--- config.mk ---
export PLATFORM = sky130hd
export DESIGN_NAME = rom_loader
export DESIGN_NICKNAME = d
export VERILOG_FILES = /design/src/source/m72_pkg.sv /design/src/source/rom_loader.sv
export SDC_FILE = /design/constraint.sdc
export NUM_CORES = 1
export LEC_CHECK = 0
export ABC_CLOCK_PERIOD_IN_PS = 2800
export BUFFER_PORTS_ARGS = -buffer_cell sky130_fd_sc_hd__buf_2
export CAP_MARGIN = 20
export CORE_MARGIN = 5
export CORE_UTILIZATION = 45
export DETAILED_ROUTE_END_ITERATION = 8
export PLACE_DENSITY = 0.71
export SLEW_MARGIN = 15
export SYNTH_ARGS = -nofsm -noshare
export SYNTH_HDL_FRONTEND = slang
export SYNTH_SLANG_ARGS = --single-unit
export TNS_END_PERCENT = 5
--- constraint.sdc ---
create_clock -name CLK_32M -period 2.8 [get_ports CLK_32M]
set_clock_uncertainty 0.15 [all_clocks]
set_input_delay 0.14 -clock CLK_32M [delete_from_list [all_inputs] [get_ports CLK_32M]]
set_output_delay 0.14 -clock CLK_32M [all_outputs]
set_load 0.03 [all_outputs]
--- src/source/m72_pkg.sv ---
package m72_pkg;

	// game memory geometry
	localparam int MEM_AW = 12;
	localparam int MEM_WORDS = 1 << MEM_AW;

	// cycles from mem_start to mem_done
	localparam int MEM_LATENCY = 4;

	// core reset hold after the download ends
	localparam int RESET_HOLD = 64;

	// leading download bytes that form the board config
	localparam int CFG_BYTES = 2;

	typedef logic [MEM_AW-1:0] mem_addr_t;
	typedef logic [15:0] mem_data_t;
	typedef logic [7:0] byte_t;

	// bit 0 enables the low byte
	typedef logic [1:0] be_t;

	typedef logic [$clog2(MEM_LATENCY)-1:0] lat_cnt_t;
	typedef logic [$clog2(RESET_HOLD)-1:0] hold_cnt_t;
	typedef logic [$clog2(CFG_BYTES+1)-1:0] cfg_cnt_t;

	typedef struct packed {
		byte_t board_id;
		byte_t board_flags;
	} board_cfg_t;

	// one access from the arbiter to the memory
	typedef struct packed {
		mem_addr_t addr;
		mem_data_t wdata;
		be_t be;
		logic we;
	} mem_req_t;

	typedef enum logic {
		ARB_IDLE,
		ARB_BUSY
	} arb_state_t;

endpackage

--- src/source/rom_loader.sv ---
module rom_loader (
	input logic CLK_32M,
	input logic arst_n,
	input logic ioctl_downl,
	input logic ioctl_wr,
	input m72_pkg::byte_t ioctl_dout,
	output logic ioctl_wait,
	output logic ld_req,
	input logic ld_ack,
	output m72_pkg::mem_addr_t ld_addr,
	output m72_pkg::mem_data_t ld_data,
	output m72_pkg::be_t ld_be,
	output m72_pkg::board_cfg_t board_cfg
);

	logic downl_d;
	m72_pkg::cfg_cnt_t cfg_cnt;
	logic have_lo;
	logic dl_end;
	logic cfg_done;
	logic take_cfg;
	logic take_lo;
	logic take_hi;
	logic flush;

	assign dl_end = downl_d && !ioctl_downl;
	assign cfg_done = cfg_cnt == m72_pkg::cfg_cnt_t'(m72_pkg::CFG_BYTES);
	assign take_cfg = ioctl_downl && ioctl_wr && !cfg_done;
	assign take_lo = ioctl_downl && ioctl_wr && cfg_done && !have_lo;
	assign take_hi = ioctl_downl && ioctl_wr && cfg_done && have_lo;
	// half-filled word left at the end of the download
	assign flush = dl_end && have_lo;

	always_ff @(posedge CLK_32M or negedge arst_n) begin
		if (!arst_n) begin
			downl_d <= 1'b0;
			cfg_cnt <= '0;
			have_lo <= 1'b0;
			ioctl_wait <= 1'b0;
			ld_req <= 1'b0;
			ld_addr <= '0;
			board_cfg <= '0;
		end else begin
			downl_d <= ioctl_downl;

			// word accepted, move on
			if (ioctl_wait && ld_req == ld_ack) begin
				ioctl_wait <= 1'b0;
				ld_addr <= ld_addr + m72_pkg::mem_addr_t'(1);
			end

			if (take_cfg) begin
				cfg_cnt <= cfg_cnt + m72_pkg::cfg_cnt_t'(1);
				if (cfg_cnt == '0) begin
					board_cfg.board_id <= ioctl_dout;
					ld_addr <= '0;
				end else begin
					board_cfg.board_flags <= ioctl_dout;
				end
			end

			if (take_lo)
				have_lo <= 1'b1;

			if (take_hi || flush) begin
				have_lo <= 1'b0;
				ld_req <= ~ld_req;
				ioctl_wait <= 1'b1;
			end

			if (dl_end)
				cfg_cnt <= '0;
		end
	end

	always_ff @(posedge CLK_32M) begin
		if (take_lo)
			ld_data[7:0] <= ioctl_dout;
		if (take_hi) begin
			ld_data[15:8] <= ioctl_dout;
			ld_be <= 2'b11;
		end
		if (flush)
			ld_be <= 2'b01;
	end

	// download source must hold off while a word is in flight
	a_wr_during_wait: assert property (@(posedge CLK_32M) disable iff (!arst_n)
		ioctl_wait |-> !ioctl_wr)
		else $error("ioctl_wr strobed while ioctl_wait is high");

endmodule

## Word level (Yosys, flattened, before mapping)

Cells that the tools add are included.

| word-level totals | value |
|---|---|
| bits in registers | 51 |
| latch bits | 0 |
| memory bits (writable) | 0 |
| memory bits (read-only) | 0 |
| input bits | 13 |
| output and inout bits | 48 |
| word-level logic and storage cells | 44 |
| memories kept | 0 |

| operators by class | value |
|---|---|
| $add $sub $neg | 2 |
| multiply operators | 0 |
| divide/modulo/power cells | 0 |
| $lt $le $gt $ge | 0 |
| equality and inequality tests | 2 |
| shifts and indexed selects | 0 |
| multiplexer cells | 9 |
| bitwise gates (word level) | 2 |
| reduce and logical (&&, ||, !) cells | 18 |

Operators by type and width:

| cell | number |
|---|---|
| 12-bit two-way mux | 3 |
| 12-bit by 1-bit adder with 12-bit output (second input constant) | 1 |
| 1-bit logical AND | 8 |
| 2-bit nonzero test | 3 |
| 1-bit two-way mux | 4 |
| 2-bit two-way mux | 2 |
| 2-bit AND reduction | 2 |
| 1-bit logical NOT | 3 |
| 2-bit by 1-bit adder with 2-bit output (second input constant) | 1 |
| 2-bit == test (second input constant) | 1 |
| 2-bit logical NOT | 1 |
| 1-bit inverter | 2 |
| 1-bit == test | 1 |
| 1-bit logical OR | 1 |

## Logic depth before layout (Yosys ltp)

| depth | value |
|---|---|
| word-level depth | 5 |
| depth in mapped cells | 6 |
| gate-level depth less buffers | 6 |

## Worst setup path after synthesis

Ideal clock, no wire load.

| path | value |
|---|---|
| path type | register to register |
| from | register ld_req |
| to | register ld_addr[11] |
| setup time | 78 ps |
| data arrival time | 1,750 ps |
| setup slack | 822 ps |
| stages on the path, launching flop included | 6 |
| path buffers | 1 |
| period minus slack after synthesis | 1,978 ps |
| path through | dfrtp_1 xor2_2 or2_0 clkbuf_2 or4_1 a21oi_1 |

| between the ends | value |
|---|---|
| word-level cells in the longest chain between the ends | 5 |

Ends and longest elaborated chain:

| what | RTL line | source |
|---|---|---|
| from (decl) | rom_loader.sv:8 | `output logic ld_req,` |
| from (signal assigned) | rom_loader.sv:67 | `ld_req <= ~ld_req;` |
| 1-bit == test (*) | rom_loader.sv:47 | `if (ioctl_wait && ld_req == ld_ack) begin` |
| 1-bit logical AND (*) | rom_loader.sv:47 |  |
| 12-bit two-way mux (*) | rom_loader.sv:47 |  |
| 12-bit two-way mux | rom_loader.sv:54 | `if (cfg_cnt == '0) begin` |
| 12-bit two-way mux (*) | rom_loader.sv:52 | `if (take_cfg) begin` |
| to (signal assigned) | rom_loader.sv:49 | `ld_addr <= ld_addr + m72_pkg::mem_addr_t'(1);` |
| to (decl) | rom_loader.sv:10 | `output m72_pkg::mem_addr_t ld_addr,` |

Every way passes the cells marked *; elsewhere a longest branch is shown, timed or not.
A chain may end at the register's enable or synchronous reset.

## Final worst setup path

| path | value |
|---|---|
| from | register cfg_cnt[0] |
| to | register board_cfg[5] (netlist bit) |

| between the ends | value |
|---|---|
| word-level cells in the longest chain between the ends | 4 |
| elaborated cells between the ends (all ways) | 6 |

Ends and longest elaborated chain:

| what | RTL line | source |
|---|---|---|
| from (decl) | rom_loader.sv:17 | `m72_pkg::cfg_cnt_t cfg_cnt;` |
| from (signal assigned) | rom_loader.sv:53 | `cfg_cnt <= cfg_cnt + m72_pkg::cfg_cnt_t'(1);` |
| 2-bit == test | rom_loader.sv:27 | `assign cfg_done = cfg_cnt == m72_pkg::cfg_cnt_t'(m72_pkg::CFG_BYTES);` |
| 1-bit logical NOT | rom_loader.sv:28 | `assign take_cfg = ioctl_downl && ioctl_wr && !cfg_done;` |
| 1-bit logical AND | rom_loader.sv:28 |  |
| 2-bit AND reduction (no line) (*) | - |  |
| to (decl) | rom_loader.sv:13 | `output m72_pkg::board_cfg_t board_cfg` |

Marked as above.

==> flow_metrics.py <==
metrics = {
    "layout": {
        "diodes": 0,
        "areaGrowthSynthToFinish_pct": 27.0,
        "fillers": 367,
        "drive_gt1_frac": 0.343,
        "fin_cells": 291,
        "finish.net_count": 254,
    },
    "sta": {
        "max_freq_mhz": 511,
        "fin_ws_ps": 842,
        "worst_pin_slew_ps": 760,
        "setup_viol": 0,
        "maxSlewHeadroom": 0.493,
        "tns_ps": 0,
        "timing.final.crit_share": 0.699,
        "hold_violations": 0,
        "layout_min_cycle_time_ps": 1960,
        "rsz0062_at_grt": "false",
        "worst_hold_slack_ps": 82.4,
        "slew_violations": 0,
    },
    "synthesis": {
        "netlist_instances": 165,
        "synth_seq_cells": 51,
        "synthArstFlopShare": 0.667,
        "yosysSeqAreaShare": 0.657,
        "avgSynthCellArea_um2": 12.5,
        "ys_warn_count": 0,
        "ys.flop_type": "dfrtp_1",
        "ys_types": 34,
        "syn-num-nets": 181,
        "netlist_area_um2": 2060,
        "synth_edf_count": 16,
    },
    "setup_path": {
        "rr_worst_depth": 4,
        "r2r_slack_ps": 840,
        "crit_fanout": 8,
        "r2r_end": "board_cfg[5]",
        "end_kind": "flop",
        "r2r_start": "cfg_cnt[0]",
        "cp-start-kind": "flop",
        "path_class": "flop to flop",
        "cp.arrival_ps": 1990,
        "cp.required_ps": 2830,
    },
    "die": {
        "pin_count": 61,
        "die_y_um": 77.6,
        "core_area_um2": 4380,
        "die_x_um": 77.6,
        "initial_core_util": 0.469,
        "rows": 24,
        "die_area_um2": 6020,
    },
    "global_routing": {
        "grt_pass1_wl_um": 6870,
        "overflow": 0,
        "grt.total_usage": 0.141,
        "grt_max_degree": 35,
        "antenna_found_initial": 0,
        "grt_pass1_vias": 1373,
    },
    "placed_design": {
        "hpwl_um": 2970,
        "pre_cts_ws_ps": 856,
        "portBuffers": 59,
        "dp.cells": 273,
        "globalplace.congestion": 0.797,
    },
    "clocking": {
        "cts_buffers": 5,
        "htreeDepth": 2,
        "cts_tree": "done",
        "clk_path_buf_depth": 2,
        "clk_pin_slew_ps": 90,
        "cts_sinks": 51,
        "cts_root_buffer": "clkbuf_8",
        "post_cts_buffers": 0,
        "worstSkewPairLatency_ps": 300,
    },
    "drt": {
        "vias": 1430,
        "firstDrtPassIters": 4,
        "ant_nets": 0,
        "routedWlPerCell_um": 14.4,
        "drt-initial-drc-count": 57,
        "drc": 0,
        "vias_per_cell": 4.91,
        "finalWirelength_um": 4180,
    },
    "pwr": {
        "p_per_area_nw_per_um2": 892,
        "irDropWorstVdd_mv": 0.424,
        "p_leak_nw": 1.23,
    },
    "run": {
        "cap_violations": 0,
    },
    "hold_path": {
        "holdPathStages": 4,
        "hold_end": "ioctl_wait",
        "min_from": "ld_ack",
        "hp-class": "input pin to flop",
    },
    "outcome": {
        "status": "complete, no violations",
    },
}
-- final cells by class --
| cell class | count | area [um2] | area share |
|---|---|---|---|
| clock buffer | 6 | 82.6 | 0.0316 |
| inverter | 2 | 7.51 | 0.00287 |
| clock inverter | 2 | 16.3 | 0.00623 |
| sequential | 51 | 1350 | 0.517 |
| timing repair buffer | 71 | 410 | 0.157 |
| tap | 52 | 65.1 | 0.0249 |
| multi-input combinational | 107 | 678 | 0.260 |
-- report_power, final --
group / total (mW) / switching (mW) / internal (mW)
Sequential: 1.05 / 0.117 / 0.936
Clock: 0.439 / 0.237 / 0.202
Combinational: 0.837 / 0.551 / 0.286
-- cell usage in the layout, fill, tap and decap left out, types with 2 or more instances in the layout --
| cell type | instances |
|---|---|
| a21oi_1 | 3 |
| and3_1 | 2 |
| buf_2 | 59 |
| buf_4 | 2 |
| clkbuf_8 | 6 |
| dfrtp_1 | 34 |
| dlygate4sd3_1 | 10 |
| edfxtp_1 | 16 |
| ha_1 | 3 |
| inv_1 | 2 |
| mux2_2 | 9 |
| nand2_1 | 35 |
| nand3_1 | 3 |
| nand4_1 | 4 |
| nor2_1 | 10 |
| nor2b_1 | 2 |
| nor3_1 | 4 |
| o31ai_1 | 4 |
| or4_1 | 2 |
| xnor2_1 | 9 |
| xor2_1 | 4 |
-- cells by family after synthesis --
family,count (synthesis),share of synthesized area
mux,9,0.0493
fa+ha+maj,3,0.0183
other cells,1,0.00182
simple gates,70,0.162
xor+xnor,14,0.0633
buf+inv,7,0.0152
compound gates,10,0.0329
flops,51,0.657
-- through the flow --
stage | power, mW | utilization | instance area (um2)
global placement | 1.89 | 0.550 | 2410
detailed placement | 1.91 | 0.550 | 2410
finish | 2.33 | 0.596 | 2610
global route | 2.46 | 0.596 | 2610
CTS | 2.35 | 0.596 | 2610
floorplan | 1.65 | - | 2060
-- state kept, by name, indices dropped and copies added (netlist names) --
signal,cells
board_cfg,16
ld_data,16
ld_addr,12
cfg_cnt,2
downl_d,1
have_lo,1
ioctl_wait,1
ld_be,1
ld_req,1
-- worst max-delay path by stage --
| stage | startpoint | end | slack [ps] | depth (start not counted) |
|---|---|---|---|---|
| 6_report | cfg_cnt[0] | board_cfg[5] | 840 | 4 |
| 5_1_grt | cfg_cnt[0] | board_cfg[2] | 720 | 4 |
| 4_1_cts | cfg_cnt[0] | board_cfg[5] | 830 | 4 |
| 3_5_place_dp | cfg_cnt[0] | board_cfg[2] | 860 | 4 |
| 3_3_place_gp | cfg_cnt[0] | board_cfg[1] | 920 | 4 |
| 2_1_floorplan | ld_req | ld_addr[11] | 820 | 5 |
-- per-layer routing --
layer / wire [um] / vias to the layer above / track usage
li1: - / 710 / -
met1: 1980 / 664 / 0.196
met2: 1860 / 54 / 0.214
met3: 331 / 2 / 0.0544
met4: 7 / 0 / 0.0206
met5: 0 / - / 0
-- synthesized netlist by cell type, types with 2 or more instances --
master	number	area share
nand2_1	35	0.064
dfrtp_1	34	0.41
edfxtp_1	16	0.23
nor2_1	10	0.018
mux2_2	9	0.049
xnor2_1	9	0.038
nand4_1	4	0.012
nor3_1	4	0.0097
o31ai_1	4	0.015
xor2_1	4	0.017
a21oi_1	3	0.0073
clkbuf_1	3	0.0055
ha_1	3	0.018
nand3_1	3	0.0073
and3_1	2	0.0061
inv_1	2	0.0037
nor2b_1	2	0.0061
or4_1	2	0.0073
-- what timing repair did --
action,in CTS,in global routing
setup endpoints to repair,0,0
hold endpoints to repair,67,0
hold buffers,10,0
resized for setup,0,0
-- critical path: stages (launching register included) --
cell and delay, ps:
dfrtp_1 380, inv_1 80, ha_1 270, nor3_2 550, mux2_2 400
No activity file was read; power rests on OpenSTA's default activity.
