**config.mk**
```make
export PLATFORM = sky130hd
export DESIGN_NAME = reset_gen
export DESIGN_NICKNAME = d
export VERILOG_FILES = /design/src/source/m72_pkg.sv /design/src/source/reset_gen.sv
export SDC_FILE = /design/constraint.sdc
export NUM_CORES = 1
export LEC_CHECK = 0
export ABC_AREA = 0
export BUFFER_PORTS_ARGS = -buffer_cell sky130_fd_sc_hd__buf_2
export CAP_MARGIN = 20
export CORE_AREA = 10 10 47 49
export DETAILED_ROUTE_END_ITERATION = 12
export DIE_AREA = 0 0 57 59
export RECOVER_POWER = 50
export SLEW_MARGIN = 25
export SYNTH_ARGS = -nofsm -noshare
export SYNTH_HDL_FRONTEND = slang
export SYNTH_SLANG_ARGS = --single-unit
```
**constraint.sdc**
```tcl
create_clock -name CLK_32M -period 1.78 [get_ports CLK_32M]
set_input_delay 0.089 -clock CLK_32M [delete_from_list [all_inputs] [get_ports CLK_32M]]
set_output_delay 0.089 -clock CLK_32M [all_outputs]
set_load 0.01 [all_outputs]
```
**src/source/m72_pkg.sv**
```systemverilog
package m72_pkg;

	// game memory geometry
	localparam int MEM_AW = 12;
	localparam int MEM_WORDS = 1 << MEM_AW;

	// cycles from mem_start to mem_done
	localparam int MEM_LATENCY = 4;

	// core reset hold after the download ends
	localparam int RESET_HOLD = 64;

	// leading download bytes that form the board config
	localparam int CFG_BYTES = 2;

	typedef logic [MEM_AW-1:0] mem_addr_t;
	typedef logic [15:0] mem_data_t;
	typedef logic [7:0] byte_t;

	// bit 0 enables the low byte
	typedef logic [1:0] be_t;

	typedef logic [$clog2(MEM_LATENCY)-1:0] lat_cnt_t;
	typedef logic [$clog2(RESET_HOLD)-1:0] hold_cnt_t;
	typedef logic [$clog2(CFG_BYTES+1)-1:0] cfg_cnt_t;

	typedef struct packed {
		byte_t board_id;
		byte_t board_flags;
	} board_cfg_t;

	// one access from the arbiter to the memory
	typedef struct packed {
		mem_addr_t addr;
		mem_data_t wdata;
		be_t be;
		logic we;
	} mem_req_t;

	typedef enum logic {
		ARB_IDLE,
		ARB_BUSY
	} arb_state_t;

endpackage

```
**src/source/reset_gen.sv**
```systemverilog
module reset_gen (
	input logic CLK_32M,
	input logic arst_n,
	input logic ioctl_downl,
	output logic rom_loaded,
	output logic core_reset_n
);

	logic downl_d;
	m72_pkg::hold_cnt_t hold_cnt;

	always_ff @(posedge CLK_32M or negedge arst_n) begin
		if (!arst_n) begin
			downl_d <= 1'b0;
			hold_cnt <= '0;
			rom_loaded <= 1'b0;
			core_reset_n <= 1'b0;
		end else begin
			downl_d <= ioctl_downl;
			if (ioctl_downl) begin
				// new download puts the core back in reset
				rom_loaded <= 1'b0;
				core_reset_n <= 1'b0;
			end else if (downl_d) begin
				rom_loaded <= 1'b1;
				// count to zero plus the output register makes RESET_HOLD cycles
				hold_cnt <= m72_pkg::hold_cnt_t'(m72_pkg::RESET_HOLD - 2);
			end else if (rom_loaded) begin
				if (hold_cnt != '0)
					hold_cnt <= hold_cnt - m72_pkg::hold_cnt_t'(1);
				else
					core_reset_n <= 1'b1;
			end
		end
	end

endmodule

```
; Word level (Yosys, flattened, before mapping)
; Index checks and enable logic that the tools add are counted.
; Widths: inputs -> output; s select.
[totals]
ff_bits = 9
out_inout_bits = 2
input_bits = 3
elab_cells = 24
[op_classes]
bitwise_logic = 1
n_eq_ne = 2
add_sub_neg = 1
reduce_logical = 7
n_mux = 9
[op_table]
columns = operator, n
row1 = $mux 6, 3
row2 = $reduce_bool 2->1, 4
row3 = $mux 1, 6
row4 = $reduce_and 3->1, 2
row5 = $reduce_bool 6->1, 1
row6 = $sub 6x1->6 const B, 1
row7 = $ne 2x2->1 const B, 2
row8 = $not 1->1, 1

; Longest topological paths before layout
; Gate-level depths: netlist of the first run.
[depth]
depth_word = 5
ltp_mapped = 5
depth_no_buf = 5

; Least setup slack after synthesis of the first run
; OpenSTA, ideal clock, no wires.
[synth_timing]
path_type = reg-to-reg
startpoint = register hold_cnt[0]
endpoint = register hold_cnt[2]
required_ns = 1.654
path_buffers = 0
period_less_slack_ns = 1.453
t_arrival_ns = 1.327
setup_time_ns = 0.126
path_slack_ns = 0.327
stages_incl_launch_ff = 6
path_cell_list = dfrtp_1 -> inv_1 -> ha_1 -> nor3b_2 -> a21oi_2 -> a311o_1
[synth_via]
elab_chain_cells = 4
elab_cells_between_ends = 7
cone_classes = 1 x add/sub / 3 x mux / 3 x reduce/logical
[synth_lines]
columns = element, line_no
row1 = "start, declared", reset_gen.sv:10  ; m72_pkg::hold_cnt_t hold_cnt;
row2 = "start signal, assigned", reset_gen.sv:27  ; hold_cnt <= m72_pkg::hold_cnt_t'(m72_pkg::RESET_HOLD - 2);
row3 = "start signal, assigned", reset_gen.sv:30  ; hold_cnt <= hold_cnt - m72_pkg::hold_cnt_t'(1);
row4 = $sub 6x1->6, reset_gen.sv:30
row5 = $mux 6, reset_gen.sv:29  ; if (hold_cnt != '0)
row6 = $mux 6, reset_gen.sv:28  ; end else if (rom_loaded) begin
row7 = $mux 6, reset_gen.sv:24  ; end else if (downl_d) begin
; Several ways; a longest one is shown, not always the timed one. The select of a mux whose other input is x is not followed.
; A chain may end at the register's enable or synchronous reset.

; Worst setup path in the final report of the first run
[layout_timing]
startpoint = register hold_cnt[0]
endpoint = register hold_cnt[4]
; The elaborated chain is that of the path after synthesis.

==> flow_summary_export.csv, run 1 <==
group,metric,value,unit
timing,final_hold_viol_count,0,
setup_path,startpoint,"hold_cnt[0]",
cts,clock_path_buffers,2,
min_path,min-delay-path-class,"in2async",
cts,cts-buffers-inserted,3,
status,run_status,"finished clean",
synthesis,yosysMostFrequentCell,"sky130_fd_sc_hd__dfrtp_1",
timing,drv_slew,0,
setup_path,worstReg2RegEnd,"hold_cnt[4]",
cts,tritoncts,"done",
synthesis,biggest_area_contributors_in_the_synthesized_netlist,"sky130_fd_sc_hd__dfrtp_1, sky130_fd_sc_hd__mux2i_1, sky130_fd_sc_hd__nor2_1",
cells_and_area,num_antenna_cells,0,
cells_and_area,design.final.nets,60,
detailed_routing,ant_nets,0,
synthesis,synth_compound_area_share,11.2,%
synthesis,yosysUniqueCellTypes,19,
cts,clock-root-buffer,"sky130_fd_sc_hd__clkbuf_4",
cts,worst_skew_pair.late_latency,0.26,ns
synthesis,most_numerous_cell_types_in_the_synthesized_netlist,"sky130_fd_sc_hd__dfrtp_1, sky130_fd_sc_hd__nor2_1, sky130_fd_sc_hd__inv_1, sky130_fd_sc_hd__mux2i_1",
global_routing,grt_pass1_vias,386,
setup_path,critPathLaunchType,"register",
power,ir_worst_vdd,0.459,mV
synthesis,synthFlopType,"sky130_fd_sc_hd__dfrtp_1",
synthesis,synth_top_area_share,48.0,%
power,clk_pwr_share,30.8,%
setup_path,critical_path_required,1.97,ns
placed_design,area_after_detailed_placement,517,um2
synthesis,synth-edff-count,0,
synthesis,syn_nets,48,
setup_path,slowest_stage,"sky130_fd_sc_hd__dfrtp_1",
setup_path,worst-r2r-setup-slack,0.17,ns
detailed_routing,drc,0,
detailed_routing,detail_route.vias_per_cell,5.03,
timing,relSlewSlack,67.0,%
floorplanning,die_h,59,um
synthesis,synth_cells,43,
setup_path,worst_path_largest_cell_delay,0.41,ns
synthesis,synth_async_sr_flop_share,100,%
placed_design,gpl.final_weighted_congestion,0.768,
detailed_routing,vias,352,
synthesis,yosys.area.top_type,"sky130_fd_sc_hd__dfrtp_1",
setup_path,critPathCaptureType,"register",
placed_design,dpl.cell_count,64,
setup_path,arrival,1.80,ns
cts,clock_pin_slew_on_the_worst_setup_and_hold_paths,0.07,ns
global_routing,first_pass_grt_wire_length,1470,um
power,cellPowerDensity,952,mW/mm2
synthesis,synth-xor-area-share,0,%
detailed_routing,dr.pass1.iters,2,
setup_path,r2r_start,"hold_cnt[0]",
cells_and_area,area_growth,19.5,%
timing,fmax,621,MHz
timing,grt_setup_unrepaired,"no",
detailed_routing,detail_route.wl_per_cell,12.6,um
global_routing,antenna_found_initial,0,
power,seq_power_share,48.3,%
power,switching_power,0.162,mW
floorplanning,core,0.00140,mm2
cells_and_area,drive_gt1_share,22.2,%
global_routing,grt_max_degree,10,
synthesis,yosys_warnings,0,
setup_path,worstSetupPathType,"reg2reg",
setup_path,worst-r2r-cell-count,5,
cells_and_area,final_cells,70,
detailed_routing,drt_iter0_drc,6,
power,switching_share,30.3,%
synthesis,muxShareOfSynthArea,10.9,%
synthesis,synth_seq_area_share,48.0,%
timing,fin_crit_sh,90.4,%
synthesis,largest_family_of_logic_cells_by_synthesized_area,"simple AND/OR/NAND/NOR gates",
synthesis,syn-mean-instance-area,10.9,um2
power,p_leak,0.243,nW
flow_run,max_cap_viol_count,0,
cts,resized_after_cts,0,
setup_path,last_element_of_the_critical_path,"hold_cnt[4]",
placed_design,post-dp-hpwl,640,um
timing,setup-tns-final,0,ns
floorplanning,initial_utilization,33.5,%
timing,layout_min_cycle_time,1.61,ns
cts,htree_num_levels,1,
synthesis,syn_area,469,um2
setup_path,worst-path-max-fanout,4,
global_routing,grt_usage,5.51,%
placed_design,io_buffers,4,
synthesis,synth.ff_latch_count,9,
cts,cts_num_sinks,9,
power,combPwrFrac,20.9,%
timing,worst_pin_slew,0.496,ns
power,p_int,0.372,mW
floorplanning,core.rowCount,14,
floorplanning,io-pin-count,5,
cells_and_area,final_area,561,um2
synthesis,synthAdderAreaFrac,5.33,%
timing,finalSetupViolCount,0,
power,totalPowerFinal,0.534,mW
synthesis,synth_simple_gate_area_share,21.3,%
global_routing,globalRouteOverflowTotal,0,
floorplanning,die_w,57,um
floorplanning,die-area,0.00336,mm2
setup_path,path_cells,"inv_1, ha_1, or3b_1, a211oi_1, mux2i_1",
detailed_routing,drt-total-wl,879,um
timing,timing.clock.skew,0.00644,ns
## sequential cells by signal, summed over array words and instances, names as in the netlist
signal        flops
hold_cnt          6
core_reset_n      1
downl_d           1
rom_loaded        1
## stage by stage
stage          hold WS (ns)  util (%)  setup WS (ns)
2_1_floorplan        -0.207         -          0.327
3_3_place_gp        -0.0417      36.9          0.208
3_5_place_dp        -0.0445      36.9          0.187
4_1_cts               0.206      40.2          0.166
5_1_grt               0.339      40.0         0.0657
6_report              0.292      40.0          0.170
## worst max-delay path, delay by kind of cell, from the launching register on
family,cells,cell delay [ns]
DFF,1,0.41
AOI/OAI and AO/OA,1,0.24
and+or+nand+nor,1,0.36
adders and majority gates,1,0.20
buffers and inverters,1,0.11
muxes,1,0.21
## cell type report
class	count	area, um2
fill	141	841
multi-input combinational	30	229
sequential	9	225
inverter	4	15.0
tap	16	20.0
clock buffer	4	26.3
timing repair buffer	7	45.0
## routing by layer
| metal | share of wire, % | vias up | global-route usage, % |
|---|---|---|---|
| met5 | 0 | - | 0 |
| met4 | 1.8 | 0 | 6.04 |
| met3 | 3.0 | 2 | 1.29 |
| met2 | 51 | 4 | 9.15 |
| met1 | 45 | 175 | 5.28 |
| li1 | - | 171 | - |
## timing repair
action                                 in CTS  in global routing
endpoints found under the hold margin      10                  0
hold buffers                                2                  0
setup endpoints to repair                   0                  0
buffers inserted                            0                  0
## power groups by stage
stage	clock network [mW]	registers, mW	logic (mW)
finish	0.165	0.258	0.111
global route	0.175	0.260	0.129
CTS	0.166	0.256	0.114
detailed placement	0	0.260	0.108
global placement	0	0.259	0.106
floorplan	0	0.254	0.0843
## cells by family after synthesis
logic type,Yosys count
AND/OR/NAND/NOR,16
flip-flops,9
adder cells (fa/ha/maj),2
AO/OA/AOI/OAI,7
buffers and inverters,4
multiplexers,5
## worst min-delay path by stage
stage,slack (ns),depth (start not counted),to
after floorplan,-0.21,0,core_reset_n
after global placement,-0.04,1,hold_cnt[5]
after detailed placement,-0.04,1,hold_cnt[5]
after CTS,0.21,2,hold_cnt[5]
after global routing,0.34,2,hold_cnt[3]
final,0.29,2,hold_cnt[3]
## placed cells by master (no fill, tap or decap), drive strengths merged
| cell | n |
|---|---|
| a31oi | 1 |
| dfrtp | 9 |
| nor2 | 7 |
| buf | 3 |
| nor2b | 2 |
| ha | 2 |
| o21bai | 1 |
| a311o | 1 |
| inv | 4 |
| dlygate4sd3 | 2 |
| or3 | 1 |
| clkbuf | 6 |
| and2b | 2 |
| nor3b | 1 |
| or3b | 1 |
| a21oi | 2 |
| nand4 | 1 |
| mux2 | 1 |
| nor3 | 1 |
| mux2i | 4 |
| a211oi | 2 |
Note: power is estimated with default switching activity, not from simulation.
==> inputs of run 2 (changes only) <==
Settings changed: ABC_AREA 0 to 1, CTS_CLUSTER_DIAMETER from default to 30.
==> flow_summary_export.csv, run 2 <==
group,metric,value,unit
status,run_status,"finished clean",
floorplanning,die-area,0.00336,mm2
timing,layout_min_cycle_time,1.41,ns
timing,grt_setup_unrepaired,"no",
synthesis,synth_seq_area_share,43.9,%
placed_design,area_after_detailed_placement,553,um2
cts,postCtsHoldBufs,2,
timing,final_hold_viol_count,0,
synthesis,synth_async_sr_flop_share,100,%
cts,tritoncts,"done",
power,ir_worst_vdd,0.377,mV
global_routing,first_pass_grt_wire_length,1680,um
flow_run,max_cap_viol_count,0,
synthesis,yosysUniqueCellTypes,16,
cts,clock_path_buffers,2,
timing,drv_slew,0,
detailed_routing,drt_iter0_drc,6,
cells_and_area,leading_cell_type_in_the_layout_fill_and_taps_excluded,"sky130_fd_sc_hd__nand2_1",
global_routing,antenna_found_initial,0,
cts,worst_skew_pair.late_latency,0.26,ns
cts,cts_num_sinks,9,
placed_design,post-dp-hpwl,738,um
floorplanning,core.rowCount,14,
cells_and_area,design.final.nets,80,
timing,finalSetupViolCount,0,
global_routing,grt_usage,6.26,%
detailed_routing,detail_route.wl_per_cell,10.3,um
global_routing,grt_pass1_vias,393,
cells_and_area,area_growth,16.3,%
cts,htree_num_levels,1,
cts,cts-buffers-inserted,3,
synthesis,synth_top_area_share,43.9,%
synthesis,yosysMostFrequentCell,"sky130_fd_sc_hd__nand2_1",
detailed_routing,detail_route.vias_per_cell,4.67,
cells_and_area,fill_cells,153,
placed_design,gpl.final_weighted_congestion,0.732,
synthesis,synth.ff_latch_count,9,
cells_and_area,num_antenna_cells,0,
power,seq_power_share,46.9,%
cells_and_area,largest_register_ffs,6,
cells_and_area,drive_gt1_share,18.9,%
synthesis,synth-edff-count,0,
power,p_int,0.391,mW
cells_and_area,largest-register,"hold_cnt",
synthesis,yosys_warnings,0,
timing,fin_crit_sh,79.0,%
setup_path,worst-path-max-fanout,9,
synthesis,yosys.area.top_type,"sky130_fd_sc_hd__dfrtp_1",
detailed_routing,vias,420,
detailed_routing,drt-total-wl,927,um
floorplanning,initial_utilization,36.6,%
setup_path,critPathCaptureType,"register",
floorplanning,core,0.00140,mm2
placed_design,dp_slack,0.383,ns
power,switching_share,35.1,%
synthesis,synth_cells,64,
cts,clock_pin_slew_on_the_worst_setup_and_hold_paths,0.06,ns
cells_and_area,finalCoreUtilization,42.6,%
synthesis,syn-mean-instance-area,8.02,um2
power,switching_power,0.211,mW
timing,setup-tns-final,0,ns
cts,cts_post_setup_buffers_inserted,0,
setup_path,critPathLaunchType,"register",
floorplanning,io-pin-count,5,
timing,timing.clock.skew,0.00305,ns
setup_path,arrival,1.56,ns
synthesis,syn_nets,69,
global_routing,globalRouteOverflowTotal,0,
power,clk_pwr_share,25.6,%
global_routing,grt_max_degree,10,
timing,finalWorstSetupSlack,0.374,ns
detailed_routing,drc,0,
floorplanning,die_w,57,um
power,combPwrFrac,27.5,%
min_path,min-delay-path-class,"in2async",
detailed_routing,ant_nets,0,
timing,relSlewSlack,67.1,%
cts,clock-root-buffer,"sky130_fd_sc_hd__clkbuf_4",
power,cellPowerDensity,1010,mW/mm2
timing,worst_pin_slew,0.494,ns
cells_and_area,final_area,597,um2
power,p_leak,0.296,nW
detailed_routing,dr.pass1.iters,4,
cts,resized_after_cts,0,
setup_path,critical_path_required,1.93,ns
setup_path,worstSetupPathType,"reg2reg",
cells_and_area,layout_common_cells,"sky130_fd_sc_hd__nand2_1, sky130_fd_sc_hd__dfrtp_1, sky130_fd_sc_hd__inv_1",
timing,fmax,711,MHz
synthesis,synthFlopType,"sky130_fd_sc_hd__dfrtp_1",
synthesis,most_numerous_cell_types_in_the_synthesized_netlist,"sky130_fd_sc_hd__nand2_1, sky130_fd_sc_hd__dfrtp_1, sky130_fd_sc_hd__inv_1",
synthesis,biggest_area_contributors_in_the_synthesized_netlist,"sky130_fd_sc_hd__dfrtp_1, sky130_fd_sc_hd__nand2_1, sky130_fd_sc_hd__inv_1",
placed_design,io_buffers,4,
synthesis,syn_area,513,um2
floorplanning,die_h,59,um
## run 2: changes by cell type after synthesis, sizes merged, moves of 4 or more
| cell | previous run | this run |
|---|---|---|
| mux2i | 4 | 0 |
| inv | 4 | 9 |
| nand2 | 0 | 22 |
| nand3 | 0 | 6 |
## run 2: worst paths after layout
check / from / to / slack (ns) / depth (start not counted)
worst max-delay path: hold_cnt[0] / hold_cnt[5] / 0.37 / 9
worst min-delay path: arst_n / hold_cnt[4] / 0.30 / 2
worst max register to register: hold_cnt[0] / hold_cnt[5] / 0.37 / 9
worst min register to register: hold_cnt[0] / hold_cnt[0] / 0.50 / 2
max in group asynchronous: arst_n / hold_cnt[3] / 1.14 / 2
min in group CLK_32M: hold_cnt[0] / hold_cnt[0] / 0.50 / 2
## run 2: cell families (layout without fill, tap and decap cells)
family          Yosys count  in the layout  share of synthesized area, %
compound gates            3              3                          2.93
flops                     9              9                          43.9
fa+ha+maj                 2              2                          4.88
buf+inv                   9             19                          7.07
simple gates             41             41                          41.2
## run 2: metal layers
| metal | part of all wire [%] | track usage (%) |
|---|---|---|
| met1 | 51 | 7.98 |
| met5 | 0 | 0 |
| met3 | 5.1 | 2.79 |
| met2 | 43 | 8.22 |
| met4 | 1.6 | 4.03 |
## run 2: power by group through the flow
stage               combinational [mW]  clock, mW  sequential [mW]
finish                           0.166      0.154            0.282
global placement                 0.164          0            0.286
global route                     0.196      0.175            0.288
detailed placement               0.164          0            0.286
floorplan                        0.132          0            0.275
CTS                              0.168      0.162            0.282
## run 2: through the flow
stage / power, mW / cells / hold slack [ns]
finish: 0.602 / 90 / 0.301
CTS: 0.612 / 90 / 0.212
floorplan: 0.407 / 64 / -0.207
detailed placement: 0.450 / 84 / -0.0452
global route: 0.659 / 90 / 0.350
global placement: 0.451 / 84 / -0.0481
## run 2: area by class of cell
cell class                 instances  area [um2]  share of cell area (%)
inverter                           9        36.3                    6.08
tap                               16        20.0                    3.35
sequential                         9         225                    37.7
clock buffer                       4        26.3                    4.40
multi-input combinational         46         251                    42.1
timing repair buffer               6        37.5                    6.29
## run 2: critical path: stages (launching register included)
cell                      delay, ns
sky130_fd_sc_hd__dfrtp_1       0.37
sky130_fd_sc_hd__inv_1         0.19
sky130_fd_sc_hd__ha_1          0.18
sky130_fd_sc_hd__inv_1         0.04
sky130_fd_sc_hd__nor2_1        0.14
sky130_fd_sc_hd__nand3_2       0.10
sky130_fd_sc_hd__nand2_4       0.13
sky130_fd_sc_hd__inv_4         0.05
sky130_fd_sc_hd__nand2_1       0.07
sky130_fd_sc_hd__nand2_1       0.05
