===== config.mk =====
export PLATFORM = sky130hd
export DESIGN_NAME = mem_arbiter
export DESIGN_NICKNAME = d
export VERILOG_FILES = /design/src/source/m72_pkg.sv /design/src/source/mem_arbiter.sv
export SDC_FILE = /design/constraint.sdc
export NUM_CORES = 1
export LEC_CHECK = 0
export BUFFER_PORTS_ARGS = -buffer_cell sky130_fd_sc_hd__buf_2
export CORE_ASPECT_RATIO = 1.4
export CORE_MARGIN = 4
export CORE_UTILIZATION = 35
export DETAILED_ROUTE_END_ITERATION = 6
export GPL_ROUTABILITY_DRIVEN = 0
export PLACE_DENSITY = 0.69
export SLEW_MARGIN = 20
export SYNTH_ARGS = -nofsm -noshare
export SYNTH_HDL_FRONTEND = slang
export SYNTH_SLANG_ARGS = --single-unit

===== constraint.sdc =====
create_clock -name CLK_32M -period 1.45 [get_ports CLK_32M]
set_input_delay 0.145 -clock CLK_32M [delete_from_list [all_inputs] [get_ports CLK_32M]]
set_output_delay 0.145 -clock CLK_32M [all_outputs]
set_load 0.01 [all_outputs]

===== src/source/m72_pkg.sv =====
package m72_pkg;

	// game memory geometry
	localparam int MEM_AW = 12;
	localparam int MEM_WORDS = 1 << MEM_AW;

	// cycles from mem_start to mem_done
	localparam int MEM_LATENCY = 4;

	// core reset hold after the download ends
	localparam int RESET_HOLD = 64;

	// leading download bytes that form the board config
	localparam int CFG_BYTES = 2;

	typedef logic [MEM_AW-1:0] mem_addr_t;
	typedef logic [15:0] mem_data_t;
	typedef logic [7:0] byte_t;

	// bit 0 enables the low byte
	typedef logic [1:0] be_t;

	typedef logic [$clog2(MEM_LATENCY)-1:0] lat_cnt_t;
	typedef logic [$clog2(RESET_HOLD)-1:0] hold_cnt_t;
	typedef logic [$clog2(CFG_BYTES+1)-1:0] cfg_cnt_t;

	typedef struct packed {
		byte_t board_id;
		byte_t board_flags;
	} board_cfg_t;

	// one access from the arbiter to the memory
	typedef struct packed {
		mem_addr_t addr;
		mem_data_t wdata;
		be_t be;
		logic we;
	} mem_req_t;

	typedef enum logic {
		ARB_IDLE,
		ARB_BUSY
	} arb_state_t;

endpackage


===== src/source/mem_arbiter.sv =====
module mem_arbiter (
	input logic CLK_32M,
	input logic arst_n,
	input logic ld_req,
	input m72_pkg::mem_addr_t ld_addr,
	input m72_pkg::mem_data_t ld_data,
	input m72_pkg::be_t ld_be,
	output logic ld_ack,
	input logic cpu_req,
	input m72_pkg::mem_addr_t cpu_addr,
	input logic cpu_we,
	input m72_pkg::be_t cpu_ds,
	input m72_pkg::mem_data_t cpu_d,
	output logic cpu_ack,
	output m72_pkg::mem_data_t cpu_q,
	input logic gfx_req,
	input m72_pkg::mem_addr_t gfx_addr,
	output logic gfx_ack,
	output m72_pkg::mem_data_t gfx_q,
	output logic mem_start,
	output m72_pkg::mem_req_t mem_req,
	input logic mem_done,
	input m72_pkg::mem_data_t mem_rdata
);

	m72_pkg::arb_state_t state;
	logic ld_pend;
	logic cpu_pend;
	logic gfx_pend;
	// one-hot {gfx, cpu, loader}
	logic [2:0] sel;
	logic [2:0] gnt;

	assign ld_pend = ld_req != ld_ack;
	assign cpu_pend = cpu_req != cpu_ack;
	assign gfx_pend = gfx_req != gfx_ack;

	// loader first, then cpu, then gfx
	always_comb begin
		sel = 3'b000;
		if (ld_pend)
			sel = 3'b001;
		else if (cpu_pend)
			sel = 3'b010;
		else if (gfx_pend)
			sel = 3'b100;
	end

	always_ff @(posedge CLK_32M or negedge arst_n) begin
		if (!arst_n) begin
			state <= m72_pkg::ARB_IDLE;
			gnt <= 3'b000;
			mem_start <= 1'b0;
			ld_ack <= 1'b0;
			cpu_ack <= 1'b0;
			gfx_ack <= 1'b0;
		end else begin
			mem_start <= 1'b0;
			case (state)
				m72_pkg::ARB_IDLE: begin
					if (sel != 3'b000) begin
						gnt <= sel;
						mem_start <= 1'b1;
						state <= m72_pkg::ARB_BUSY;
					end
				end
				m72_pkg::ARB_BUSY: begin
					if (mem_done) begin
						if (gnt[0])
							ld_ack <= ~ld_ack;
						if (gnt[1])
							cpu_ack <= ~cpu_ack;
						if (gnt[2])
							gfx_ack <= ~gfx_ack;
						state <= m72_pkg::ARB_IDLE;
					end
				end
				default: state <= m72_pkg::ARB_IDLE;
			endcase
		end
	end

	always_ff @(posedge CLK_32M) begin
		if (state == m72_pkg::ARB_IDLE) begin
			if (ld_pend)
				mem_req <= '{addr: ld_addr, wdata: ld_data, be: ld_be, we: 1'b1};
			else if (cpu_pend)
				mem_req <= '{addr: cpu_addr, wdata: cpu_d, be: cpu_ds, we: cpu_we};
			else
				mem_req <= '{addr: gfx_addr, wdata: '0, be: 2'b11, we: 1'b0};
		end
		if (state == m72_pkg::ARB_BUSY && mem_done) begin
			if (gnt[1])
				cpu_q <= mem_rdata;
			if (gnt[2])
				gfx_q <= mem_rdata;
		end
	end

	a_done_when_busy: assert property (@(posedge CLK_32M) disable iff (!arst_n)
		mem_done |-> state == m72_pkg::ARB_BUSY)
		else $error("mem_done without an access in flight");

	a_start_from_idle: assert property (@(posedge CLK_32M) disable iff (!arst_n)
		mem_start |-> $past(state == m72_pkg::ARB_IDLE))
		else $error("mem_start not issued from idle");

endmodule


# [Yosys cells after proc, flatten, opt, wreduce, memory -nomap -nowiden]
# Index checks and enable logic that the tools add are counted.
# W data, S select, Z words.
[op_classes] eq_ne=3 n_mux=9 bitwise=4 reduce_logical=8
[ops] operator="$mux W31" count=2
[ops] operator="$mux W3" count=3
[ops] operator="$reduce_and A3 Y1" count=3
[ops] operator="$reduce_and A2 Y1" count=3
[ops] operator="$not A1 Y1" count=4
[ops] operator="$mux W1" count=3
[ops] operator="$ne A1 B1 Y1" count=3
[ops] operator="$reduce_bool A3 Y1" count=1
[ops] operator="$pmux W1 S2" count=1
[ops] operator="$logic_and A1 B1 Y1" count=1
[word_totals] regBits=71 inputBits=95 out_inout_bits=67 wordCells=36

# [Longest topological paths before layout]
# Gate-level depths: netlist of the first run.
[depth] word_depth=7 ltp_mapped=5

# [Least setup slack after synthesis of the first run]
# Ideal clock, no wire load.
[synth_path] path_type="register to register" from="register state" to="register gnt[2]" setup_time_ns=0.119 arrival_time_ns=1.486 required_ns=1.331 path_slack_ns=-0.155 stages_incl_launch_ff=5 path_buffers=1 synth_period_minus_slack_ns=1.605 path_cell_list="dfrtp_1 buf_4 inv_1 o21ai_0 o21a_1"
[synth_via] elab_chain_len=2
[synth_lines] element="start: declaration" line_no="mem_arbiter.sv:26" rtl="m72_pkg::arb_state_t state;"
[synth_lines] element="start signal: assignment" line_no="mem_arbiter.sv:51" rtl="state <= m72_pkg::ARB_IDLE;"
[synth_lines] element="start signal: assignment" line_no="mem_arbiter.sv:64" rtl="state <= m72_pkg::ARB_BUSY;"
[synth_lines] element="start signal: assignment" line_no="mem_arbiter.sv:75" rtl="state <= m72_pkg::ARB_IDLE;"
[synth_lines] element="$not A1 Y1 (no source line)"
[synth_lines] element="$reduce_and A2 Y1 (no source line)"
[synth_lines] element="end signal: assignment" line_no="mem_arbiter.sv:62" rtl="gnt <= sel;"
[synth_lines] element="end: declaration" line_no="mem_arbiter.sv:32" rtl="logic [2:0] gnt;"
# Every way passes these cells.
# A chain may end at the register's enable or synchronous reset.

# [Worst setup path in the final report of the first run]
[layout_path] from="register ld_ack" to="register mem_req[2] (netlist name), data pin"
[layout_via] elab_chain_len=2
[layout_lines] element="start: declaration" line_no="mem_arbiter.sv:8" rtl="output logic ld_ack,"
[layout_lines] element="start signal: assignment" line_no="mem_arbiter.sv:70" rtl="ld_ack <= ~ld_ack;"
[layout_lines] element="$ne A1 B1 Y1" line_no="mem_arbiter.sv:34" rtl="assign ld_pend = ld_req != ld_ack;"
[layout_lines] element="$mux W31" line_no="mem_arbiter.sv:85" rtl="if (ld_pend)"
[layout_lines] element="end signal: assignment" line_no="mem_arbiter.sv:86" rtl="mem_req <= '{addr: ld_addr, wdata: ld_data, be: ld_be, we: 1'b1};"
[layout_lines] element="end signal: assignment" line_no="mem_arbiter.sv:88" rtl="mem_req <= '{addr: cpu_addr, wdata: cpu_d, be: cpu_ds, we: cpu_we};"
[layout_lines] element="end signal: assignment" line_no="mem_arbiter.sv:90" rtl="mem_req <= '{addr: gfx_addr, wdata: '0, be: 2'b11, we: 1'b0};"
[layout_lines] element="end: declaration" line_no="mem_arbiter.sv:21" rtl="output m72_pkg::mem_req_t mem_req,"
# Every way passes these cells.

==> impl_metrics.ini, run 1 <==
[status]
status = finished, final reports clean

[placed_design]
dp_hpwl_um = 5420
place_ws_ns = 0.0149
placed_area_mm2 = 0.00375
dp_cells = 435
numPortBuffers = 161

[worst_setup_path]
critical_path_required_ns = 1.54
regToRegStartpoint = ld_ack
slowest_delay_ns = 0.46
worstSetupEndpointType = flip-flop
worst_r2r_endpoint = mem_req[2]
cp_slowest_cell = dfrtp_1
path_cells = xnor2_2 -> nand2_1 -> o22a_1
reg2reg_depth = 3
crit_type = flip-flop to flip-flop
regToRegSetupSlack_ns = 0.05
crit_fanout = 4
arrival_ns = 1.49
start_kind = flip-flop

[timing]
fmax_ghz = 0.715
maxSlewHeadroom_pct = 75.5
drv_slew = 0
tightest_slew_ns = 0.364
min_period_ns = 1.40
setup_tns_ns = 0
post-route-period-util_pct = 96.5
rsz0062_at_grt = true
finalHoldViolCount = 0
clock_skew_ns = 0.00872
setup_viol = 0
fin_ws_ns = 0.0512

[grt]
antenna_found_initial = 0
grt_pass1_vias = 2217
grt_start_max_net_pins = 24
grt_pass1_wl_um = 10600
track_usage_pct = 15.4
grt_overflow = 0

[logic_synthesis]
syn_area_mm2 = 0.00274
yosysWarnings = 0
syn_area_per_cell_um2 = 15.6
ys_seq_area_share_pct = 76.5
synth-seq-cells = 71
synthDistinctLibCells = 25
syn_nets = 270
postSynthCellCount = 175

[detailed_routing]
drtPass1Iterations = 4
avgRoutedWirePerCell_um = 15.2
drtIter0Drc = 123
dr_total_vias = 2122
drc = 0
vias_per_cell = 4.53
final_antenna_net_count = 0
finalWirelength_um = 7120

[clocking]
numCtsBuffers = 9
h-tree-depth = 3
cts-root-buf = clkbuf_8
cts_tree = yes
cts_max_path_buffers = 2
insertion_delay_ns = 0.33
clkTransAtPathRegs_ns = 0.07
clock_sinks = 71

[final_layout]
drive_gt1_share_pct = 51.5
syn_to_final_growth_pct = 49.9
final_cell_count_no_fill = 468
diodes = 0
multi_input_area_um2 = 597
mostFrequentLayoutCells = buf_2 (161), edfxtp_1 (63), nand2_1 (28)
layout.nets = 461
ff_latch_area_mm2 = 0.00209
fillers = 685
postLayoutCellArea_mm2 = 0.00410
layout_commonest_cell = buf_2

[pwr]
pwr-share-seq_pct = 44.5
power.density_mw_per_mm2 = 1770
power.total_mw = 7.28
p_comb_share_pct = 37.7
pwr-share-clk_pct = 17.8
vdd_drop_max_uv = 879
leakagePower_nw = 1.79
p_int_mw = 4.88
switching_power_mw = 2.40
switching_share_pct = 32.9

[die]
die_area_mm2 = 0.00932
rows = 37
io_pins = 162
die_w_um = 82.7
core_area_mm2 = 0.00750
start_util_pct = 36.5
die-height_um = 113

[min_path]
worstHoldEndpoint = state
hold_class = primary input to flip-flop
min_from = mem_done
min_path_cells = 2

[flow_run]
maxCapViolCount = 0
## stage by stage
step | util [%] | hold slack [ns]
final | 54.7 | 0.0718
after global routing | 54.7 | 0.0565
after CTS | 54.4 | 0.0472
after detailed placement | 50.0 | 0.000150
after global placement | 50.0 | 0.000971
after floorplan | - | -0.151
## repair_timing
item | CTS | global route
resized for setup | 0 | 3
setup endpoints to repair | 0 | 26
hold endpoints to repair | 40 | 0
hold buffers | 17 | 0
buffers inserted | 0 | 0
## Yosys cell counts
cell type  instances  area [um^2]
nand2_1           28          105
xnor2_1            3         26.3
buf_2              2         10.0
clkbuf_1           2         7.51
edfxtp_1          63         1890
inv_1              2         7.51
buf_6              4         45.0
dfrtp_1            8          200
a22o_1            16          140
nor2_4             1         11.3
a22oi_1            2         15.0
o21a_1             1         7.51
xor2_1             2         17.5
o21ai_0            2         10.0
a21oi_1            2         10.0
buf_4              1         7.51
nand3_1            1         5.00
and2_1             1         6.26
nor2_1            14         52.6
a31oi_1           12         75.1
and3_1             2         12.5
xor2_2             2         32.5
xnor2_2            1         16.3
o22ai_1            1         6.26
o22a_1             2         17.5
## state kept, by name (all words and copies together), names as in the netlist
register and count:
ld_ack 1, mem_req 31, state 1, gfx_ack 1, mem_start 1, gnt 3
cpu_ack 1, cpu_q 16, gfx_q 16
## layer usage
| metal | vias to the layer above | routed length, um | global-route usage, % |
|---|---|---|---|
| li1 | 1041 | - | - |
| met1 | 965 | 2630 | 16.7 |
| met2 | 92 | 3730 | 26.2 |
| met3 | 24 | 454 | 2.97 |
| met4 | 0 | 313 | 10.6 |
| met5 | - | 0 | 0 |
## area by class of cell
class	instances	area share [%]
multi-input cells	93	14.5
inverters	2	0.274
clock buffers	13	3.39
repair buffers	189	27.3
flip-flops and latches	71	51.0
clock inverters	3	0.488
well taps	97	2.96
## power by group through the flow
| stage | registers, mW | clock network (mW) | logic (mW) |
|---|---|---|---|
| 6_report | 3.24 | 1.30 | 2.74 |
| 5_1_grt | 3.30 | 1.44 | 3.03 |
| 4_1_cts | 3.22 | 1.35 | 2.77 |
| 3_5_place_dp | 3.26 | 0 | 2.72 |
| 3_3_place_gp | 3.24 | 0 | 2.66 |
| 2_1_floorplan | 3.50 | 0 | 1.33 |
## worst max-delay path by stage
stage	end	startpoint	cells past startpoint	slack [ns]
final	mem_req[2]	ld_ack	3	0.05
after global routing	mem_req[6]	cpu_ack	3	-0.002
after CTS	mem_req[6]	cpu_ack	3	0.003
after detailed placement	mem_req[8]	cpu_ack	3	0.01
after global placement	mem_req[16]	cpu_ack	3	0.07
after floorplan	mem_req[11]	cpu_ack	4	0.03
## critical path, delay by kind of cell, from the launching register on
family           cells  cell delay (ns)
AO/OA/AOI/OAI        1             0.20
XOR/XNOR             1             0.35
flip-flops           1             0.46
AND/OR/NAND/NOR      1             0.14
## cells by family after synthesis
kind of cell | after synthesis | share of synthesized area (%)
AOI/OAI and AO/OA | 38 | 10.3
buffers and inverters | 11 | 2.84
xor gates and xnor gates | 8 | 3.38
DFF | 71 | 76.5
and+or+nand+nor | 47 | 7.04
No activity file was read; power rests on OpenSTA's default activity.
==> run 2, diff against run 1 <==
--- a/config.mk
+++ b/config.mk
@@ -8,10 +8,9 @@
 export BUFFER_PORTS_ARGS = -buffer_cell sky130_fd_sc_hd__buf_2
 export CORE_ASPECT_RATIO = 1.4
 export CORE_MARGIN = 4
-export CORE_UTILIZATION = 35
+export CORE_UTILIZATION = 30
 export DETAILED_ROUTE_END_ITERATION = 6
 export GPL_ROUTABILITY_DRIVEN = 0
-export PLACE_DENSITY = 0.69
 export SLEW_MARGIN = 20
 export SYNTH_ARGS = -nofsm -noshare
 export SYNTH_HDL_FRONTEND = slang
==> impl_metrics.ini, run 2 (synthesis gave the netlist of run 1 again) <==
[detailed_routing]
drtIter0Drc = 84
dr_total_vias = 2200
drtPass1Iterations = 4
drc = 0
finalWirelength_um = 7430
final_antenna_net_count = 0
avgRoutedWirePerCell_um = 15.6
vias_per_cell = 4.62

[final_layout]
diodes = 0
top_regs = mem_req: 31 flops, cpu_q: 16 flops, gfx_q: 16 flops
drive_gt1_share_pct = 53.7
layout.nets = 459
postLayoutCellArea_mm2 = 0.00420
mostFrequentLayoutCells = buf_2 (161), edfxtp_1 (63), nand2_1 (28)
syn_to_final_growth_pct = 53.5
fillers = 808
regMostFlops = mem_req
layout_commonest_cell = buf_2
multi_input_area_um2 = 574
largest_reg_flops = 31
final_util_pct = 46.8
ff_latch_area_mm2 = 0.00209

[die]
core_area_mm2 = 0.00898
die-height_um = 121
die_w_um = 88.7
start_util_pct = 30.5
rows = 41
die_area_mm2 = 0.0107
io_pins = 162

[clocking]
cts-root-buf = clkbuf_16
cts_tree = yes
cts_max_path_buffers = 2
cts_setup_buffers = 0
numCtsBuffers = 9
clkTransAtPathRegs_ns = 0.06
insertion_delay_ns = 0.33
h-tree-depth = 3
clock_sinks = 71

[grt]
track_usage_pct = 13.5
grt_start_max_net_pins = 19
grt_pass1_vias = 2191
antenna_found_initial = 0
grt_overflow = 0
grt_pass1_wl_um = 10800

[worst_setup_path]
start_kind = flip-flop
arrival_ns = 1.46
path_cells = xor2_2 -> buf_4 -> a22o_1
regToRegSetupSlack_ns = 0.06
crit_type = flip-flop to flip-flop
critical_path_required_ns = 1.52
cp_slowest_cell = dfrtp_2
slowest_delay_ns = 0.46
worstSetupEndpointType = flip-flop
crit_fanout = 16

[timing]
min_period_ns = 1.39
maxSlewHeadroom_pct = 78.1
fmax_ghz = 0.720
post-route-period-util_pct = 95.8
drv_slew = 0
rsz0062_at_grt = false
tightest_slew_ns = 0.327
finalHoldViolCount = 0
clock_skew_ns = 0.00781
timing.hold.ws_ns = 0.0112
setup_viol = 0
setup_tns_ns = 0

[min_path]
hold_class = primary input to flip-flop

[placed_design]
numPortBuffers = 161
placed_area_mm2 = 0.00378
dp_hpwl_um = 5540

[pwr]
power.density_mw_per_mm2 = 1930
leakagePower_nw = 1.85
vdd_drop_max_uv = 836

[flow_run]
maxCapViolCount = 0

[status]
status = finished, final reports clean
## run 2: cell count changes in the layout (fill, tap and decap cells not counted), moves of 2 or more
| cell | delta |
|---|---|
| clkbuf_16 | +9 |
| clkbuf_1 | -4 |
| clkbuf_8 | -9 |
| clkinvlp_4 | -2 |
| clkinv_2 | +4 |
| buf_4 | +2 |
| dlygate4sd3_1 | -5 |
## run 2: final timing paths
| check | startpoint | to | cells after the start |
|---|---|---|---|
| min in group asynchronous | arst_n | cpu_ack | 2 |
| worst max-delay path | ld_ack | mem_req[15] | 3 |
| worst max register to register | ld_ack | mem_req[15] | 3 |
| worst min register to register | gnt[2] | gnt[2] | 1 |
| max in group asynchronous | arst_n | ld_ack | 2 |
| worst min-delay path | mem_rdata[9] | gfx_q[9] | 1 |
## run 2: final cells by class
| class | count | share of cell area, % |
|---|---|---|
| sequential | 71 | 49.9 |
| timing repair buffer | 187 | 26.1 |
| multi-input combinational | 93 | 13.7 |
| clock buffer | 9 | 5.36 |
| tap | 107 | 3.19 |
| clock inverter | 7 | 1.52 |
| inverter | 2 | 0.268 |
## run 2: repair_timing
item                                    CTS  global route
endpoints found under the hold margin    27             1
hold buffers                             11             1
endpoints found under the setup margin    0            11
resized for setup                         0             2
## run 2: routing by layer
metal  GRT usage [%]  up-vias  wire length, um
met1            14.0     1062             2570
met3            3.80       13              496
met4            5.77        0              170
met2            24.7       87             4190
met5               0        -                0
li1                -     1038                -
## run 2: power breakdown
| part | switching, mW | leakage (nW) | internal, mW | total (mW) |
|---|---|---|---|---|
| logic | 1.53 | 1.02 | 1.26 | 2.78 |
| registers | 0.202 | 0.685 | 3.00 | 3.20 |
| clock network | 0.793 | 0.149 | 1.32 | 2.11 |
| total | 2.52 | 1.85 | 5.57 | 8.10 |
## run 2: critical path: cells and delay by family, from the launching register on
family / cells / cell delay (ns)
flops: 1 / 0.46
compound gates: 1 / 0.25
xor+xnor: 1 / 0.21
buf+inv: 1 / 0.21
## run 2: stage by stage
stage | std cells | setup slack [ns] | power (mW)
detailed placement | 448 | 0.0500 | 6.02
finish | 476 | 0.0603 | 8.10
CTS | 475 | 0.0302 | 8.18
floorplan | 175 | 0.0287 | 4.84
global route | 476 | 0.00229 | 8.55
global placement | 448 | 0.0905 | 5.94
